### src/rtl/mul_defs.svh
`ifndef MUL_DEFS_SVH
`define MUL_DEFS_SVH

////////////////////////////////////////////////////////////
// multiply unit sizes
////////////////////////////////////////////////////////////

// operand width, one integer register
`define MUL_XLEN 64

// radix-4 booth rows
// (xlen + 2) / 2, the extra row covers unsigned operands
`define MUL_ROWS 33

// internal product width before truncation
// two rows of headroom over the full product
`define MUL_PW 132

`endif
### src/rtl/mul_pkg.sv
`include "mul_defs.svh"

package mul_pkg;

    ////////////////////////////////////////////////////////////
    // data words
    ////////////////////////////////////////////////////////////

    // one register word
    typedef logic [`MUL_XLEN-1:0] xlen_t;

    // full double-width product
    typedef logic [2*`MUL_XLEN-1:0] prod_t;

    // M extension multiply ops
    typedef enum logic [2:0] {
        MUL    = 3'd0,
        MULH   = 3'd1,
        MULHSU = 3'd2,
        MULHU  = 3'd3,
        MULW   = 3'd4
    } mul_op_e;

    ////////////////////////////////////////////////////////////
    // pipeline bundles
    ////////////////////////////////////////////////////////////

    // request from the execute stage
    typedef struct packed {
        logic    valid;
        mul_op_e op;
        xlen_t   rs1;
        xlen_t   rs2;
    } mul_req_t;

    // decoded operands into the booth core
    typedef struct packed {
        logic  valid;
        xlen_t a;
        xlen_t b;
        logic  sign_a;
        logic  sign_b;
    } mul_opnd_t;

    // result back to the execute stage
    typedef struct packed {
        logic  valid;
        xlen_t result;
    } mul_rsp_t;

endpackage

### src/rtl/mul_op_ctrl.sv
`timescale 1ns/1ps
`include "mul_defs.svh"

// operation decode in front of the core, result select behind it
module mul_op_ctrl (
    input  logic                clk,
    input  logic                rst,
    input  mul_pkg::mul_req_t   req,
    output mul_pkg::mul_opnd_t  opnd,
    input  mul_pkg::prod_t      prod,
    input  logic                prod_valid,
    output mul_pkg::mul_rsp_t   rsp
);

    // word half used by mulw
    localparam int HW = `MUL_XLEN / 2;

    // valid tracking, stage 0 lines up with prod, stage 1 with rsp
    logic [1:0]       v_pipe;
    // op of the product now in the core
    mul_pkg::mul_op_e op_r;

    // result select
    mul_pkg::xlen_t sel;
    mul_pkg::xlen_t result_r;

    ////////////////////////////////////////////////////////////
    // front decode, no register
    always_comb begin
        opnd.valid = req.valid;
        if (req.op == mul_pkg::MULW) begin
            // word op, upper operand halves ignored
            opnd.a      = {{HW{req.rs1[HW-1]}}, req.rs1[HW-1:0]};
            opnd.b      = {{HW{req.rs2[HW-1]}}, req.rs2[HW-1:0]};
            opnd.sign_a = 1'b1;
            opnd.sign_b = 1'b1;
        end else begin
            opnd.a      = req.rs1;
            opnd.b      = req.rs2;
            // mul low half is sign independent, treat as signed
            opnd.sign_a = (req.op == mul_pkg::MUL) || (req.op == mul_pkg::MULH)
                          || (req.op == mul_pkg::MULHSU);
            opnd.sign_b = (req.op == mul_pkg::MUL) || (req.op == mul_pkg::MULH);
        end
    end

    ////////////////////////////////////////////////////////////
    // op pipeline alongside the core
    always_ff @(posedge clk) begin
        if (rst) begin
            v_pipe <= '0;
            op_r   <= mul_pkg::MUL;
        end else begin
            v_pipe <= {v_pipe[0], req.valid};
            op_r   <= req.op;
        end
    end

    ////////////////////////////////////////////////////////////
    // back end, pick the word
    always_comb begin
        case (op_r)
            mul_pkg::MULH,
            mul_pkg::MULHSU,
            mul_pkg::MULHU: sel = prod[2*`MUL_XLEN-1:`MUL_XLEN];
            mul_pkg::MULW:  sel = {{HW{prod[HW-1]}}, prod[HW-1:0]};
            default:        sel = prod[`MUL_XLEN-1:0];
        endcase
    end

    // result word, held between products
    always_ff @(posedge clk) begin
        if (rst) begin
            result_r <= '0;
        end else if (prod_valid) begin
            result_r <= sel;
        end
    end

    assign rsp = '{valid: v_pipe[1], result: result_r};

    // core latency matches the op pipeline
    a_core_aligned : assert property (@(posedge clk) disable iff (rst)
        prod_valid == v_pipe[0]);

    a_legal_op : assert property (@(posedge clk) disable iff (rst)
        req.valid |-> req.op inside {mul_pkg::MUL, mul_pkg::MULH, mul_pkg::MULHSU,
                                     mul_pkg::MULHU, mul_pkg::MULW});

endmodule

### config.mk
export PLATFORM = sky130hd
export DESIGN_NAME = mul_op_ctrl
export DESIGN_NICKNAME = d
export VERILOG_FILES = /design/src/rtl/mul_pkg.sv /design/src/rtl/mul_op_ctrl.sv
export VERILOG_INCLUDE_DIRS = /design/src /design/src/rtl
export SDC_FILE = /design/constraint.sdc
export NUM_CORES = 1
export LEC_CHECK = 0
export ABC_AREA = 1
export CORE_AREA = 2 2 177 179
export DETAILED_ROUTE_END_ITERATION = 7
export DIE_AREA = 0 0 179 181
export DONT_BUFFER_PORTS = 1
export GPL_TIMING_DRIVEN = 1
export PLACE_DENSITY_LB_ADDON = 0.15
export SLEW_MARGIN = 20
export SYNTH_ARGS = -nofsm -noshare
export SYNTH_HDL_FRONTEND = slang
export SYNTH_SLANG_ARGS = --single-unit
### constraint.sdc
create_clock -name clk -period 3 [get_ports clk]
set_clock_uncertainty 0.1 [all_clocks]
set_input_delay 0.9 -clock clk [delete_from_list [all_inputs] [get_ports clk]]
set_output_delay 0.9 -clock clk [all_outputs]
set_load 0.1 [all_outputs]
# Word-level counts from Yosys, hierarchy flattened
# Cells that the tools add are included.
dict set report totals {
  reg_bits 69
  in_bits 263
  output_inout_bits 196
  word_cells 16
}
dict set report classes {
  eq_ne 7
  n_mux 2
  reduce_logical 4
}
# op count
set ops {}
lappend ops {{$mux 130} 1}
lappend ops {{$pmux 64 s2} 1}
lappend ops {{$eq 3x2->1 const B} 3}
lappend ops {{$eq 3x1->1 const B} 2}
lappend ops {{$eq 3x3->1 const B} 2}
lappend ops {{$logic_not 3->1} 1}
lappend ops {{$reduce_or 3->1} 1}
lappend ops {{$logic_or 1x1->1} 2}

# Depth between registers and ports, before layout
dict set report logic_depth {
  ltp_word 4
  depth_mapped 8
}

# Worst setup path before layout
# OpenSTA, ideal clock, no wires.
dict set report synth_path {
  path_kind {input-to-output}
  start {input port req[130] (netlist name)}
  end {output port opnd[100] (netlist name)}
  arrival_ps 3417
  t_required_ps 2000
  setup_slack_ps -1417
  cell_stages 5
  path_cell_list {inv_1 nor3_2 buf_2 buf_2 o21ai_0}
}
# element line_no
set synth_lines {}
lappend synth_lines {{start, declared} mul_op_ctrl.sv:8} ;# input mul_pkg::mul_req_t req,
lappend synth_lines {{end, declared} mul_op_ctrl.sv:9} ;# output mul_pkg::mul_opnd_t opnd,

==> impl_metrics.prom <==
# TYPE chip_impl_metric gauge
chip_impl_metric{name="vdd.ir_drop.worst",unit="mV"} 0.195
chip_impl_metric{name="routedWlPerCell",unit="um"} 15.4
chip_impl_metric{name="netsw",unit="W"} 0.00187
chip_impl_metric{name="slew_violations",unit=""} 0
chip_impl_metric{name="first_pass_iters",unit=""} 4
chip_impl_metric{name="post-place-cells",unit=""} 1219
chip_impl_metric{name="detailedRoute.firstIterationViolations",unit=""} 200
chip_impl_info{name="layout.cells.most_common_list",value="nor2_1 (164), inv_1 (135), nand2_1 (102), nand3_1 (96), buf_4 (83)"} 1
chip_impl_metric{name="ys.warnings.count",unit=""} 0
chip_impl_metric{name="fillers",unit=""} 3383
chip_impl_metric{name="die_height",unit="um"} 181
chip_impl_metric{name="worst_hold_path.num_cells",unit=""} 2
chip_impl_metric{name="multi_input_comb_area",unit="sq mm"} 0.00266
chip_impl_metric{name="source_to_sink_clock_delay_at_the_later_pin_of_the_worst_skew_pair",unit="ns"} 0.34
chip_impl_metric{name="drive_gt1_frac",unit=""} 0.287
chip_impl_metric{name="io_buffer_count",unit=""} 0
chip_impl_metric{name="std_cell_rows",unit=""} 64
chip_impl_metric{name="timing.fmax",unit="MHz"} 346
chip_impl_info{name="outcome",value="finished clean"} 1
chip_impl_metric{name="synthToLayoutAreaGrowth",unit="%"} 58.2
chip_impl_metric{name="first_global_vias",unit=""} 4736
chip_impl_metric{name="timing.critical_path.fanout_max",unit=""} 14
chip_impl_metric{name="pwr-share-seq",unit=""} 0.256
chip_impl_metric{name="postSynthAreaPerCell",unit="sq um"} 5.87
chip_impl_metric{name="ys_ff_latch",unit=""} 69
chip_impl_metric{name="final-seq-area",unit="sq mm"} 0.00138
chip_impl_metric{name="route.detailed.drc",unit=""} 0
chip_impl_metric{name="design.final.nets",unit=""} 1097
chip_impl_metric{name="clock_input_transition_at_the_sequential_cells_of_the_worst_setup_and_hold_paths",unit="ns"} 0.06
chip_impl_metric{name="layout.cells.non_filler",unit=""} 1235
chip_impl_metric{name="sw_frac_of_total",unit=""} 0.473
chip_impl_metric{name="timing.max_cap.violations",unit=""} 0
chip_impl_metric{name="starting_utilization_of_the_core_area",unit=""} 0.153
chip_impl_metric{name="largest_net_degree_at_the_start_of_global_routing",unit=""} 129
chip_impl_metric{name="routed_wire_length",unit="mm"} 19.0
chip_impl_metric{name="power_share_of_the_combinational_group",unit=""} 0.488
chip_impl_metric{name="fp.dieW",unit="um"} 179
chip_impl_metric{name="grt_first_pass_wirelength",unit="mm"} 27.8
chip_impl_metric{name="groute.usage.overall",unit=""} 0.115
chip_impl_metric{name="global_route.overflow_total",unit=""} 0
chip_impl_metric{name="syn-num-nets",unit=""} 1052
chip_impl_metric{name="io_pins",unit=""} 459
chip_impl_metric{name="floorplan.core_area",unit="sq mm"} 0.0303
chip_impl_metric{name="critPathArrivalTime",unit="ns"} 1.89
chip_impl_metric{name="synth.cell_area",unit="sq mm"} 0.00463
chip_impl_metric{name="cts_max_level",unit=""} 3
chip_impl_metric{name="antenna_left",unit=""} 0
chip_impl_info{name="final_common_cell",value="nor2_1"} 1
chip_impl_metric{name="static-leakage-power",unit="nW"} 3.65
chip_impl_info{name="critical_path_type",value="input pin to primary output"} 1
chip_impl_info{name="cp-end-kind",value="primary output"} 1
chip_impl_metric{name="intPower",unit="W"} 0.00208
chip_impl_metric{name="cts.repair.resized",unit=""} 0
chip_impl_metric{name="cts_buffers",unit=""} 9
chip_impl_metric{name="synthCells",unit=""} 789
chip_impl_info{name="rsz0062_at_grt",value="no"} 1
chip_impl_info{name="worst_setup_path_start_kind",value="input pin"} 1
chip_impl_metric{name="dr_total_vias",unit=""} 4762
chip_impl_metric{name="clockPowerShare",unit=""} 0.256
chip_impl_metric{name="finalSetupViolCount",unit=""} 0
chip_impl_metric{name="worst-endpoint-required",unit="ns"} 2.00
chip_impl_metric{name="clockBufferDepth",unit=""} 2
chip_impl_metric{name="detailedPlacementHpwl",unit="mm"} 14.8
chip_impl_metric{name="cts_setup_buffers",unit=""} 0
chip_impl_metric{name="powerDensity",unit="mW/mm^2"} 539
chip_impl_metric{name="final.min_clock_period",unit="ns"} 2.89
chip_impl_metric{name="ctsHoldBuffers",unit=""} 0
chip_impl_metric{name="worstRegToRegCells",unit=""} 9
chip_impl_metric{name="finalCritPeriodShare",unit=""} 0.962
chip_impl_metric{name="clock-sinks",unit=""} 69
chip_impl_metric{name="slew-limit-headroom",unit=""} 0.688
chip_impl_info{name="worst_hold_path_class",value="register to register"} 1
chip_impl_metric{name="finalCoreUtilization",unit=""} 0.242
chip_impl_metric{name="gp_routability_congestion",unit=""} 0.733
chip_impl_metric{name="synth.lib_cells_used.distinct",unit=""} 16
chip_impl_metric{name="floorplan.die_area",unit="sq mm"} 0.0324
chip_impl_info{name="ctsRootBufferMaster",value="clkbuf_16"} 1
chip_impl_metric{name="hold_violations",unit=""} 0
chip_impl_info{name="cts_tree",value="yes"} 1
chip_impl_metric{name="tightest_slew",unit="ns"} 0.467
chip_impl_metric{name="antenna_cells",unit=""} 0
chip_impl_metric{name="vias_per_cell",unit=""} 3.86
chip_impl_metric{name="synth-seq-area-share",unit=""} 0.298
chip_impl_metric{name="antenna_found_initial",unit=""} 0
## sequential cells by signal (all words and copies together), names as in the netlist
signal	flops
op_r	3
result_r	64
v_pipe	2
## kinds of logic after synthesis
group                  count (synthesis)  share of synthesized area
flip-flops                            69                      0.298
buffers and inverters                254                      0.268
AND/OR/NAND/NOR                      368                      0.327
AO/OA/AOI/OAI                         98                      0.106
## cell usage after synthesis (all sizes together)
cell type | instances | area, sq um
a21oi | 1 | 5.00
buf | 96 | 651
clkbuf | 22 | 82.6
dfxtp | 69 | 1380
inv | 136 | 510
nand2 | 105 | 397
nand3 | 96 | 480
nor2 | 166 | 628
nor3 | 1 | 10.0
o21ai | 96 | 480
o21bai | 1 | 7.51
## worst max-delay path, cell delays in order
cell and delay (ns):
inv_1 0.05, nor3_4 0.16, buf_12 0.16, nand2_4 0.11
buf_12 0.20, o21ai_2 0.09, buf_12 0.19
## power by group through the flow
stage	registers, W	clock network [W]	logic, W
after floorplan	0.00153	0	0.00134
after global placement	0.00103	0	0.00195
after detailed placement	0.00103	0	0.00195
after CTS	0.00101	0.00108	0.00196
after global routing	0.00102	0.00112	0.00202
final	0.00101	0.00101	0.00193
## routing by layer
metal  share of wire  GRT usage
met1            0.37      0.118
met2            0.50      0.201
met3            0.11     0.0545
met4           0.020     0.0407
met5               0          0
## area by class of cell
cell class | instances | area share
clock buffers | 9 | 0.0307
clock inverters | 7 | 0.00700
inverters | 136 | 0.0696
multi-input cells | 466 | 0.363
flip-flops and latches | 69 | 0.188
well taps | 396 | 0.0676
repair buffers | 152 | 0.273
## stage by stage
step | area [sq um] | hold WS [ns] | setup WS [ns] | TNS, ns | power [W]
finish | 7330 | 0.303 | 0.114 | 0 | 0.00395
global route | 7330 | 0.326 | 0.0457 | 0 | 0.00416
CTS | 7330 | 0.306 | 0.0869 | 0 | 0.00405
detailed placement | 7050 | 0.297 | 0.0867 | 0 | 0.00298
global placement | 7050 | 0.294 | 0.0890 | 0 | 0.00298
floorplan | 5260 | 0.288 | -0.512 | -4.52 | 0.00287
## path summary, 6_finish.rpt
check                                     startpoint                         to  slack (ns)
worst max-delay path                        req[130]                  opnd[129]        0.11
worst min-delay path            v_pipe[0]$_SDFF_PP0_       v_pipe[1]$_SDFF_PP0_        0.30
worst min register to register  v_pipe[0]$_SDFF_PP0_       v_pipe[1]$_SDFF_PP0_        0.30
worst max register to register    op_r[1]$_SDFF_PP0_  result_r[60]$_SDFFE_PP0P_        1.29
Power figures use the tool's default switching activity.
